File: src/include/uce_settings.svh
`ifndef UCE_SETTINGS_SVH
`define UCE_SETTINGS_SVH

// physical address and cache geometry
`define UCE_PADDR_WIDTH 32
`define UCE_SETS 16
`define UCE_ASSOC 4
`define UCE_BLOCK_WIDTH 128
`define UCE_DWORD_WIDTH 64

// id of this cache engine on the memory side
`define UCE_LCE_ID_WIDTH 2

// limit on memory commands in flight
`define UCE_MAX_CREDITS 4
`define UCE_CREDIT_WIDTH ($clog2(`UCE_MAX_CREDITS + 1))

// derived address fields
`define UCE_BLOCK_OFFSET_WIDTH ($clog2(`UCE_BLOCK_WIDTH / 8))
`define UCE_INDEX_WIDTH ($clog2(`UCE_SETS))
`define UCE_WAY_WIDTH ($clog2(`UCE_ASSOC))
`define UCE_TAG_WIDTH (`UCE_PADDR_WIDTH - `UCE_INDEX_WIDTH - `UCE_BLOCK_OFFSET_WIDTH)

`endif

File: src/verilog/uce_pkg.sv
`include "uce_settings.svh"

package uce_pkg;

  typedef enum logic [2:0]
  {
    e_miss_load
    , e_miss_store
    , e_uc_load
    , e_uc_store
    , e_cache_clear
  } cache_req_msg_e;

  typedef struct packed
  {
    cache_req_msg_e msg_type;
    logic [`UCE_PADDR_WIDTH-1:0] addr;
    logic [2:0] size;
    logic [`UCE_DWORD_WIDTH-1:0] data;
  } cache_req_s;

  typedef struct packed
  {
    logic [`UCE_WAY_WIDTH-1:0] way;
    logic dirty;
  } cache_req_metadata_s;

  typedef enum logic
  {
    e_coh_i
    , e_coh_m
  } coh_state_e;

  typedef enum logic [1:0]
  {
    e_tag_mem_set_clear
    , e_tag_mem_read
    , e_tag_mem_set_tag
  } tag_mem_op_e;

  typedef enum logic [1:0]
  {
    e_data_mem_read
    , e_data_mem_write
    , e_data_mem_uncached
  } data_mem_op_e;

  typedef enum logic
  {
    e_stat_mem_set_clear
    , e_stat_mem_clear_dirty
  } stat_mem_op_e;

  typedef struct packed
  {
    tag_mem_op_e opcode;
    logic [`UCE_INDEX_WIDTH-1:0] index;
    logic [`UCE_WAY_WIDTH-1:0] way;
    coh_state_e state;
    logic [`UCE_TAG_WIDTH-1:0] tag;
  } tag_mem_pkt_s;

  typedef struct packed
  {
    data_mem_op_e opcode;
    logic [`UCE_INDEX_WIDTH-1:0] index;
    logic [`UCE_WAY_WIDTH-1:0] way;
    logic [`UCE_BLOCK_WIDTH-1:0] data;
  } data_mem_pkt_s;

  typedef struct packed
  {
    stat_mem_op_e opcode;
    logic [`UCE_INDEX_WIDTH-1:0] index;
    logic [`UCE_WAY_WIDTH-1:0] way;
  } stat_mem_pkt_s;

  typedef struct packed
  {
    coh_state_e state;
    logic [`UCE_TAG_WIDTH-1:0] tag;
  } tag_info_s;

  typedef enum logic [1:0]
  {
    e_mem_rd
    , e_mem_wr
    , e_mem_uc_rd
    , e_mem_uc_wr
  } mem_msg_e;

  typedef struct packed
  {
    mem_msg_e msg_type;
    logic [`UCE_PADDR_WIDTH-1:0] addr;
    logic [2:0] size;
    logic [`UCE_WAY_WIDTH-1:0] way;
    logic [`UCE_LCE_ID_WIDTH-1:0] lce_id;
    logic [`UCE_BLOCK_WIDTH-1:0] data;
  } mem_msg_s;

  // size codes are log2 of the byte count, a block is 16 bytes
  localparam logic [2:0] mem_size_block = 3'd4;

endpackage

File: src/verilog/uce_req_if.sv
`timescale 1ns/1ps

interface uce_req_if import uce_pkg::*; ();

  cache_req_s req;
  logic req_v;
  cache_req_metadata_s meta;
  logic meta_v;

  // accept is the cache yumi, done is the completion pulse
  logic accept;
  logic done;

  modport capture
  (
    input accept
    , input done
    , output req
    , output req_v
    , output meta
    , output meta_v
  );

  modport ctrl
  (
    output accept
    , output done
    , input req
    , input req_v
    , input meta
    , input meta_v
  );

endinterface

File: src/verilog/uce_ctrl.sv
`timescale 1ns/1ps
`include "uce_settings.svh"

module uce_ctrl import uce_pkg::*;
(
  input logic clk_i
  , input logic reset_i
  , input logic [`UCE_LCE_ID_WIDTH-1:0] lce_id_i

  , uce_req_if.ctrl req_bus
  , input cache_req_s cache_req_i
  , input logic cache_req_v_i
  , output logic cache_req_busy_o
  , output logic credits_full_o
  , output logic credits_empty_o

  , output tag_mem_pkt_s tag_mem_pkt_o
  , output logic tag_mem_pkt_v_o
  , input logic tag_mem_pkt_yumi_i
  , output data_mem_pkt_s data_mem_pkt_o
  , output logic data_mem_pkt_v_o
  , input logic data_mem_pkt_yumi_i
  , output stat_mem_pkt_s stat_mem_pkt_o
  , output logic stat_mem_pkt_v_o
  , input logic stat_mem_pkt_yumi_i

  , output logic tag_capture_o
  , output logic data_capture_o
  , input tag_info_s dirty_tag_i
  , input logic dirty_tag_v_i
  , input logic [`UCE_BLOCK_WIDTH-1:0] dirty_data_i
  , input logic dirty_data_v_i

  , output mem_msg_s mem_cmd_o
  , output logic mem_cmd_v_o
  , input logic mem_cmd_ready_i
  , input mem_msg_s mem_resp_i
  , input logic mem_resp_v_i
  , output logic mem_resp_yumi_o
);

  localparam int index_width_lp = `UCE_INDEX_WIDTH;
  localparam int credit_width_lp = `UCE_CREDIT_WIDTH;
  localparam logic [credit_width_lp-1:0] credit_max_lp =
    credit_width_lp'(`UCE_MAX_CREDITS);

  typedef enum logic [2:0]
  {
    e_reset
    , e_clear
    , e_ready
    , e_send_miss
    , e_evict
    , e_fill
    , e_writeback
    , e_uc_wait
  } state_e;

  state_e state_r, state_n;
  logic [index_width_lp-1:0] index_r;
  logic index_up;
  logic [credit_width_lp-1:0] credit_r;
  logic resp_yumi_lo;

  logic [index_width_lp-1:0] req_index;
  logic [index_width_lp-1:0] resp_index;
  logic [`UCE_TAG_WIDTH-1:0] resp_tag;
  logic [`UCE_PADDR_WIDTH-1:0] block_addr;

  wire index_done = &index_r;
  wire is_miss = req_bus.req.msg_type inside {e_miss_load, e_miss_store};
  wire is_uc_store = (cache_req_i.msg_type == e_uc_store);
  wire is_clear_req = (cache_req_i.msg_type == e_cache_clear);
  wire store_resp_v = mem_resp_v_i & (mem_resp_i.msg_type inside {e_mem_wr, e_mem_uc_wr});
  wire load_resp_v = mem_resp_v_i & (mem_resp_i.msg_type inside {e_mem_rd, e_mem_uc_rd});
  wire fill_yumi = tag_mem_pkt_yumi_i & data_mem_pkt_yumi_i;
  wire evict_yumi = fill_yumi & stat_mem_pkt_yumi_i;

  assign req_index = req_bus.req.addr[`UCE_BLOCK_OFFSET_WIDTH +: `UCE_INDEX_WIDTH];
  assign resp_index = mem_resp_i.addr[`UCE_BLOCK_OFFSET_WIDTH +: `UCE_INDEX_WIDTH];
  assign resp_tag = mem_resp_i.addr[`UCE_PADDR_WIDTH-1 -: `UCE_TAG_WIDTH];
  assign block_addr = {req_bus.req.addr[`UCE_PADDR_WIDTH-1:`UCE_BLOCK_OFFSET_WIDTH],
                       {`UCE_BLOCK_OFFSET_WIDTH{1'b0}}};

  // all three evict packets are accepted together, so both readouts start at once
  assign tag_capture_o = (state_r == e_evict) & evict_yumi;
  assign data_capture_o = (state_r == e_evict) & evict_yumi;

  assign credits_full_o = (credit_r == credit_max_lp);
  assign credits_empty_o = (credit_r == '0);
  assign cache_req_busy_o = (state_r == e_reset) | (state_r == e_clear) | credits_full_o;

  // write acks carry nothing for the cache
  assign mem_resp_yumi_o = resp_yumi_lo | store_resp_v;

  always_comb
  begin
    state_n = state_r;
    index_up = 1'b0;
    resp_yumi_lo = 1'b0;
    req_bus.accept = 1'b0;
    req_bus.done = 1'b0;

    tag_mem_pkt_o = '0;
    tag_mem_pkt_v_o = 1'b0;
    data_mem_pkt_o = '0;
    data_mem_pkt_v_o = 1'b0;
    stat_mem_pkt_o = '0;
    stat_mem_pkt_v_o = 1'b0;

    mem_cmd_o = '0;
    mem_cmd_o.lce_id = lce_id_i;
    mem_cmd_v_o = 1'b0;

    unique case (state_r)
      e_reset:
        state_n = e_clear;
      e_clear:
      begin
        tag_mem_pkt_o.opcode = e_tag_mem_set_clear;
        tag_mem_pkt_o.index = index_r;
        tag_mem_pkt_v_o = 1'b1;
        stat_mem_pkt_o.opcode = e_stat_mem_set_clear;
        stat_mem_pkt_o.index = index_r;
        stat_mem_pkt_v_o = 1'b1;

        index_up = tag_mem_pkt_yumi_i & stat_mem_pkt_yumi_i;
        req_bus.done = index_done & index_up;
        state_n = req_bus.done ? e_ready : e_clear;
      end
      e_ready:
      begin
        req_bus.accept = cache_req_v_i & mem_cmd_ready_i & ~credits_full_o;
        if (is_uc_store)
        begin
          // the store goes out with the yumi
          mem_cmd_o.msg_type = e_mem_uc_wr;
          mem_cmd_o.addr = cache_req_i.addr;
          mem_cmd_o.size = cache_req_i.size;
          mem_cmd_o.data[`UCE_DWORD_WIDTH-1:0] = cache_req_i.data;
          mem_cmd_v_o = req_bus.accept;
        end
        else if (req_bus.accept)
          state_n = is_clear_req ? e_clear : e_send_miss;
      end
      e_send_miss:
      begin
        if (is_miss)
        begin
          mem_cmd_o.msg_type = e_mem_rd;
          mem_cmd_o.addr = block_addr;
          mem_cmd_o.size = mem_size_block;
          mem_cmd_o.way = req_bus.meta.way;
          mem_cmd_v_o = mem_cmd_ready_i & req_bus.req_v & req_bus.meta_v & ~credits_full_o;
          if (mem_cmd_v_o)
            state_n = req_bus.meta.dirty ? e_evict : e_fill;
        end
        else
        begin
          mem_cmd_o.msg_type = e_mem_uc_rd;
          mem_cmd_o.addr = req_bus.req.addr;
          mem_cmd_o.size = req_bus.req.size;
          mem_cmd_v_o = mem_cmd_ready_i & req_bus.req_v & ~credits_full_o;
          if (mem_cmd_v_o)
            state_n = e_uc_wait;
        end
      end
      e_evict:
      begin
        // read the victim out and drop its dirty bit in one go
        data_mem_pkt_o.opcode = e_data_mem_read;
        data_mem_pkt_o.index = req_index;
        data_mem_pkt_o.way = req_bus.meta.way;
        data_mem_pkt_v_o = 1'b1;
        tag_mem_pkt_o.opcode = e_tag_mem_read;
        tag_mem_pkt_o.index = req_index;
        tag_mem_pkt_o.way = req_bus.meta.way;
        tag_mem_pkt_v_o = 1'b1;
        stat_mem_pkt_o.opcode = e_stat_mem_clear_dirty;
        stat_mem_pkt_o.index = req_index;
        stat_mem_pkt_o.way = req_bus.meta.way;
        stat_mem_pkt_v_o = 1'b1;
        state_n = evict_yumi ? e_fill : e_evict;
      end
      e_fill:
      begin
        // filled lines go straight to modified
        tag_mem_pkt_o.opcode = e_tag_mem_set_tag;
        tag_mem_pkt_o.index = resp_index;
        tag_mem_pkt_o.way = mem_resp_i.way;
        tag_mem_pkt_o.state = e_coh_m;
        tag_mem_pkt_o.tag = resp_tag;
        tag_mem_pkt_v_o = load_resp_v;
        data_mem_pkt_o.opcode = e_data_mem_write;
        data_mem_pkt_o.index = resp_index;
        data_mem_pkt_o.way = mem_resp_i.way;
        data_mem_pkt_o.data = mem_resp_i.data;
        data_mem_pkt_v_o = load_resp_v;

        resp_yumi_lo = fill_yumi;
        req_bus.done = fill_yumi;
        if (fill_yumi)
          state_n = req_bus.meta.dirty ? e_writeback : e_ready;
      end
      e_writeback:
      begin
        mem_cmd_o.msg_type = e_mem_wr;
        mem_cmd_o.addr = {dirty_tag_i.tag, req_index, {`UCE_BLOCK_OFFSET_WIDTH{1'b0}}};
        mem_cmd_o.size = mem_size_block;
        mem_cmd_o.way = req_bus.meta.way;
        mem_cmd_o.data = dirty_data_i;
        mem_cmd_v_o = mem_cmd_ready_i & dirty_tag_v_i & dirty_data_v_i & ~credits_full_o;
        state_n = mem_cmd_v_o ? e_ready : e_writeback;
      end
      e_uc_wait:
      begin
        data_mem_pkt_o.opcode = e_data_mem_uncached;
        data_mem_pkt_o.data =
          {(`UCE_BLOCK_WIDTH / `UCE_DWORD_WIDTH){mem_resp_i.data[`UCE_DWORD_WIDTH-1:0]}};
        data_mem_pkt_v_o = load_resp_v;
        resp_yumi_lo = data_mem_pkt_yumi_i;
        req_bus.done = data_mem_pkt_yumi_i;
        state_n = data_mem_pkt_yumi_i ? e_ready : e_uc_wait;
      end
      default:
        state_n = e_reset;
    endcase
  end

  always_ff @(posedge clk_i)
  begin
    if (reset_i)
      state_r <= e_reset;
    else
      state_r <= state_n;
  end

  // wraps to zero after the last set, ready for a later clear request
  always_ff @(posedge clk_i)
  begin
    if (reset_i)
      index_r <= '0;
    else if (index_up)
      index_r <= index_r + index_width_lp'(1);
  end

  always_ff @(posedge clk_i)
  begin
    if (reset_i)
      credit_r <= '0;
    else if (mem_cmd_v_o & ~mem_resp_yumi_o)
      credit_r <= credit_r + credit_width_lp'(1);
    else if (mem_resp_yumi_o & ~mem_cmd_v_o)
      credit_r <= credit_r - credit_width_lp'(1);
  end

  assert property (@(posedge clk_i) disable iff (reset_i) mem_cmd_v_o |-> mem_cmd_ready_i);

  assert property (@(posedge clk_i) disable iff (reset_i) credit_r <= credit_max_lp);

  assert property (@(posedge clk_i) disable iff (reset_i) req_bus.accept |-> !cache_req_busy_o);

endmodule

File: src/verilog/uce_readout_reg.sv
`timescale 1ns/1ps

module uce_readout_reg
#(
  parameter type payload_t = logic
)
(
  input logic clk_i
  , input logic reset_i

  , input logic capture_i
  , input payload_t data_i
  , output payload_t data_o
  , output logic valid_o
);

  // synchronous read, so the output shows up one cycle after the accept
  logic pending_r;

  always_ff @(posedge clk_i)
  begin
    if (reset_i)
      pending_r <= 1'b0;
    else
      pending_r <= capture_i;
  end

  always_ff @(posedge clk_i)
  begin
    if (pending_r)
      data_o <= data_i;
  end

  always_ff @(posedge clk_i)
  begin
    if (reset_i)
      valid_o <= 1'b0;
    else if (capture_i)
      valid_o <= 1'b0;
    else if (pending_r)
      valid_o <= 1'b1;
  end

  // a second read in the next cycle would drop the first readout
  assert property (@(posedge clk_i) disable iff (reset_i) pending_r |-> !capture_i);

endmodule

File: src/verilog/uce_req_capture.sv
`timescale 1ns/1ps

module uce_req_capture import uce_pkg::*;
(
  input logic clk_i
  , input logic reset_i

  , input cache_req_s cache_req_i
  , input cache_req_metadata_s cache_req_metadata_i
  , input logic cache_req_metadata_v_i

  , uce_req_if.capture req_bus
);

  always_ff @(posedge clk_i)
  begin
    if (req_bus.accept)
      req_bus.req <= cache_req_i;
  end

  // held from accept until the request completes
  always_ff @(posedge clk_i)
  begin
    if (reset_i)
      req_bus.req_v <= 1'b0;
    else if (req_bus.accept)
      req_bus.req_v <= 1'b1;
    else if (req_bus.done)
      req_bus.req_v <= 1'b0;
  end

  always_ff @(posedge clk_i)
  begin
    if (cache_req_metadata_v_i)
      req_bus.meta <= cache_req_metadata_i;
  end

  // a new request invalidates old metadata, new metadata wins a tie
  always_ff @(posedge clk_i)
  begin
    if (reset_i)
      req_bus.meta_v <= 1'b0;
    else if (cache_req_metadata_v_i)
      req_bus.meta_v <= 1'b1;
    else if (req_bus.accept)
      req_bus.meta_v <= 1'b0;
  end

endmodule

File: src/verilog/uce_top.sv
`timescale 1ns/1ps
`include "uce_settings.svh"

module uce_top import uce_pkg::*;
(
  input logic clk_i
  , input logic reset_i
  , input logic [`UCE_LCE_ID_WIDTH-1:0] lce_id_i

  , input cache_req_s cache_req_i
  , input logic cache_req_v_i
  , output logic cache_req_yumi_o
  , output logic cache_req_busy_o
  , input cache_req_metadata_s cache_req_metadata_i
  , input logic cache_req_metadata_v_i
  , output logic cache_req_complete_o
  , output logic cache_req_credits_full_o
  , output logic cache_req_credits_empty_o

  , output tag_mem_pkt_s tag_mem_pkt_o
  , output logic tag_mem_pkt_v_o
  , input logic tag_mem_pkt_yumi_i
  , input tag_info_s tag_mem_i

  , output data_mem_pkt_s data_mem_pkt_o
  , output logic data_mem_pkt_v_o
  , input logic data_mem_pkt_yumi_i
  , input logic [`UCE_BLOCK_WIDTH-1:0] data_mem_i

  , output stat_mem_pkt_s stat_mem_pkt_o
  , output logic stat_mem_pkt_v_o
  , input logic stat_mem_pkt_yumi_i

  , output mem_msg_s mem_cmd_o
  , output logic mem_cmd_v_o
  , input logic mem_cmd_ready_i

  , input mem_msg_s mem_resp_i
  , input logic mem_resp_v_i
  , output logic mem_resp_yumi_o
);

  uce_req_if req_bus ();

  logic tag_capture, data_capture;
  tag_info_s dirty_tag;
  logic dirty_tag_v;
  logic [`UCE_BLOCK_WIDTH-1:0] dirty_data;
  logic dirty_data_v;

  assign cache_req_yumi_o = req_bus.accept;
  assign cache_req_complete_o = req_bus.done;

  uce_req_capture i_req_capture
  (
    .clk_i(clk_i)
    , .reset_i(reset_i)
    , .cache_req_i(cache_req_i)
    , .cache_req_metadata_i(cache_req_metadata_i)
    , .cache_req_metadata_v_i(cache_req_metadata_v_i)
    , .req_bus(req_bus.capture)
  );

  // victim tag and data, read from the cache before the fill overwrites them
  uce_readout_reg #(.payload_t(tag_info_s)) i_tag_readout
  (
    .clk_i(clk_i)
    , .reset_i(reset_i)
    , .capture_i(tag_capture)
    , .data_i(tag_mem_i)
    , .data_o(dirty_tag)
    , .valid_o(dirty_tag_v)
  );

  uce_readout_reg #(.payload_t(logic [`UCE_BLOCK_WIDTH-1:0])) i_data_readout
  (
    .clk_i(clk_i)
    , .reset_i(reset_i)
    , .capture_i(data_capture)
    , .data_i(data_mem_i)
    , .data_o(dirty_data)
    , .valid_o(dirty_data_v)
  );

  uce_ctrl i_ctrl
  (
    .clk_i(clk_i)
    , .reset_i(reset_i)
    , .lce_id_i(lce_id_i)
    , .req_bus(req_bus.ctrl)
    , .cache_req_i(cache_req_i)
    , .cache_req_v_i(cache_req_v_i)
    , .cache_req_busy_o(cache_req_busy_o)
    , .credits_full_o(cache_req_credits_full_o)
    , .credits_empty_o(cache_req_credits_empty_o)
    , .tag_mem_pkt_o(tag_mem_pkt_o)
    , .tag_mem_pkt_v_o(tag_mem_pkt_v_o)
    , .tag_mem_pkt_yumi_i(tag_mem_pkt_yumi_i)
    , .data_mem_pkt_o(data_mem_pkt_o)
    , .data_mem_pkt_v_o(data_mem_pkt_v_o)
    , .data_mem_pkt_yumi_i(data_mem_pkt_yumi_i)
    , .stat_mem_pkt_o(stat_mem_pkt_o)
    , .stat_mem_pkt_v_o(stat_mem_pkt_v_o)
    , .stat_mem_pkt_yumi_i(stat_mem_pkt_yumi_i)
    , .tag_capture_o(tag_capture)
    , .data_capture_o(data_capture)
    , .dirty_tag_i(dirty_tag)
    , .dirty_tag_v_i(dirty_tag_v)
    , .dirty_data_i(dirty_data)
    , .dirty_data_v_i(dirty_data_v)
    , .mem_cmd_o(mem_cmd_o)
    , .mem_cmd_v_o(mem_cmd_v_o)
    , .mem_cmd_ready_i(mem_cmd_ready_i)
    , .mem_resp_i(mem_resp_i)
    , .mem_resp_v_i(mem_resp_v_i)
    , .mem_resp_yumi_o(mem_resp_yumi_o)
  );

endmodule
File: config.mk
export PLATFORM = sky130hd
export DESIGN_NAME = uce_top
export DESIGN_NICKNAME = d
export VERILOG_FILES = /design/src/verilog/uce_pkg.sv /design/src/verilog/uce_req_if.sv /design/src/verilog/uce_ctrl.sv /design/src/verilog/uce_readout_reg.sv /design/src/verilog/uce_req_capture.sv /design/src/verilog/uce_top.sv
export VERILOG_INCLUDE_DIRS = /design/src /design/src/include
export SDC_FILE = /design/constraint.sdc
export NUM_CORES = 1
export LEC_CHECK = 0
export BUFFER_PORTS_ARGS = -buffer_cell sky130_fd_sc_hd__buf_2
export CORE_AREA = 3 3 309 311
export CTS_BUF_LIST = sky130_fd_sc_hd__clkbuf_16
export DETAILED_ROUTE_END_ITERATION = 12
export DIE_AREA = 0 0 312 314
export PLACE_DENSITY_LB_ADDON = 0.1
export SYNTH_ARGS = -nofsm -noshare
export SYNTH_HDL_FRONTEND = slang
export SYNTH_SLANG_ARGS = --single-unit
File: constraint.sdc
create_clock -name clk_i -period 4.8 [get_ports clk_i]
set_clock_uncertainty 0.15 [all_clocks]
set_input_delay 0.48 -clock clk_i [delete_from_list [all_inputs] [get_ports clk_i]]
set_output_delay 0.48 -clock clk_i [all_outputs]
set_load 0.05 [all_outputs]
==> impl_metrics.tcl <==
set metrics [dict create \
    power.total_uw 6610 \
    crit_required_ns 4.17 \
    synthCells 831 \
    rsz0062_at_grt "no" \
    ant_nets 0 \
    hp-class "in2reg" \
    synthArstFlopShare_pct 0 \
    setup_viol 0 \
    yosys-top-cells-count "192 x edfxtp_1, 131 x and3_1, 83 x nor2_1" \
    clockBufferDepth 3 \
    viasPerCell 3.56 \
    yosysSeqAreaShare_pct 59.8 \
    pre_cts_ws_ns 1.51 \
    p_per_area_nw_per_um2 366 \
    worstSkewPairLatency_ns 0.56 \
    tritoncts "built" \
    path_class "reg2out" \
    finalCritPeriodShare_pct 77.3 \
    syn-num-nets 1272 \
    cts_setup_buffers 0 \
    synth_seq_cells 206 \
    slew_violations 0 \
    die_w_um 312 \
    design.die.area_um2 98000 \
    drt_first_pass_iters 6 \
    fin_util_pct 19.4 \
    syn_to_final_growth_pct 78.8 \
    drive_above_1_share_pct 47.4 \
    vias 10825 \
    yosysTopAreaCell "edfxtp_1" \
    yosysMostFrequentCell "edfxtp_1" \
    grt_pass1_wl_mm 82.3 \
    drt_iter0_markers 480 \
    cts_max_level 1 \
    rows 112 \
    syn_area_um2 10100 \
    ir_drop_v 0.000389 \
    fin_tns_setup_ns 0 \
    coreArea_um2 93000 \
    synth_top_area_share_pct 57.1 \
    grt_pass1_vias 11462 \
    cellLeakagePower_uw 0.00882 \
    placed_area_um2 15400 \
    antenna_found_initial 17 \
    period_minus_slack_ns 3.71 \
    maxSlewHeadroom_pct 40.8 \
    fmax_mhz 270 \
    path_max_fanout 86 \
    synth_edf_count 192 \
    cts_resized 0 \
    grt_usage_pct 11.3 \
    outcome "completed" \
    avgSynthCellArea_um2 12.2 \
    numCtsBuffers 27 \
    end_kind "output port" \
    final_area_um2 18100 \
    drc 0 \
    setup_ws_ns 1.09 \
    clkSlewWorstSetupHoldPaths_ns 0.06 \
    nets 2201 \
    ys_types 52 \
    gr-total-overflow 0 \
    wl_per_cell_um 19.6 \
    cp_data_arrival_time_ns 3.08 \
    initial_core_util_pct 10.9 \
    ioPinCount 793 \
    setup.worst_path.start_class "flop" \
    drv_cap 0 \
    hpwl_mm 45.5 \
    grt_max_degree 152 \
    yosys_warnings 0 \
    drt-total-wl_mm 59.4 \
    die_h_um 314 \
    clock_sinks 206 \
    io_buffers 777 \
    cts_root_buf "clkbuf_16" \
    cts-hold-fix-buffers 192 \
    netlist_top_cells_area "edfxtp_1 57%, and3_1 8.1%, a22o_1 6.8%" \
    final_hold_viol_count 0 \
    worst_slew_pin_slew_ns 0.888 \
    synth_flop_cell "edfxtp_1" \
    routabilityCongestion 0.930 \
]
-- layout make-up --
type / count / area [um^2]
diodes: 10 / 25.0
clock inverters: 17 / 71.3
flip-flops and latches: 206 / 6060
repair buffers: 985 / 5980
multi-input cells: 509 / 3570
fillers: 10502 / 75000
well taps: 1254 / 1570
inverters: 31 / 116
clock buffers: 27 / 676
-- power by group --
part / total [uW] / switching [uW] / internal, uW
registers: 2100 / 73.6 / 2020
logic: 2710 / 1930 / 775
clock network: 1810 / 811 / 999
-- per-layer routing --
metal | GRT usage, % | vias to the layer above | wire [um]
met1 | 11.5 | 5155 | 20600
met3 | 3.69 | 82 | 5140
met2 | 22.2 | 543 | 32400
li1 | - | 5031 | -
met5 | 0 | - | 92
met4 | 2.79 | 14 | 1170
-- critical path: stages (launching register included) --
cell,delay (ns)
dfxtp_2,0.49
nor3b_2,0.32
and4b_4,0.53
buf_12,0.33
a222oi_1,0.23
inv_1,0.09
buf_2,0.30
-- metrics by stage --
| step | cells | hold WS (ns) |
|---|---|---|
| detailed placement | 2793 | 0.318 |
| floorplan | 831 | 0.286 |
| CTS | 3029 | 0.0332 |
| finish | 3039 | 0.0869 |
| global placement | 2793 | 0.297 |
| global route | 3034 | 0.0544 |
-- cells by family after synthesis --
kind of cell | synth area share (%)
buffers and inverters | 5.01
xor gates and xnor gates | 0.433
AOI/OAI and AO/OA | 11.9
muxes | 6.87
adders and majority gates | 0.446
DFF | 59.8
and+or+nand+nor | 15.5
-- state kept, by name, summed over array words and instances, names as in the netlist --
register	flops
i_ctrl.index_r	4
i_req_capture.req_bus.req_v	1
i_ctrl.state_r	3
i_req_capture.req_bus.req	37
i_data_readout.pending_r	1
i_data_readout.data_o	128
i_ctrl.credit_r	3
i_tag_readout.data_o	24
i_req_capture.req_bus.meta_v	1
i_req_capture.req_bus.meta	3
i_data_readout.valid_o	1
-- cell usage in the layout, fill, tap and decap left out, drive strengths merged, types with 2 or more instances in the layout --
cell,Yosys,routed
xor2,4,4
and3,131,131
o21ai,4,4
clkbuf,47,27
clkinv,0,11
a22o,79,79
inv,31,37
nor2b,5,5
nor2,85,85
and2,26,26
o22ai,2,2
o31a,2,2
nor3,2,2
a21o,3,3
nand2b,3,3
edfxtp,192,192
a211oi,2,2
a32oi,2,2
a21oi,13,13
nand3,6,6
a222oi,25,25
dlygate4sd3,0,192
mux2i,66,66
or3,2,2
nor4,3,3
ha,2,2
nand2,18,18
diode,0,10
dfxtp,14,14
mux2,3,3
a31oi,2,2
a31o,2,2
buf,38,793
-- worst paths after layout --
kind,startpoint,slack (ns),to,cells past startpoint
max,i_ctrl.state_r[2],1.09,mem_cmd_o[146],6
min,data_mem_pkt_yumi_i,0.09,i_data_readout.valid_o,2
max reg2reg,i_ctrl.state_r[2],1.55,i_ctrl.credit_r[2],10
min reg2reg,i_req_capture.req_bus.req_v,0.33,i_req_capture.req_bus.req_v,2
Power figures use the tool's default switching activity.
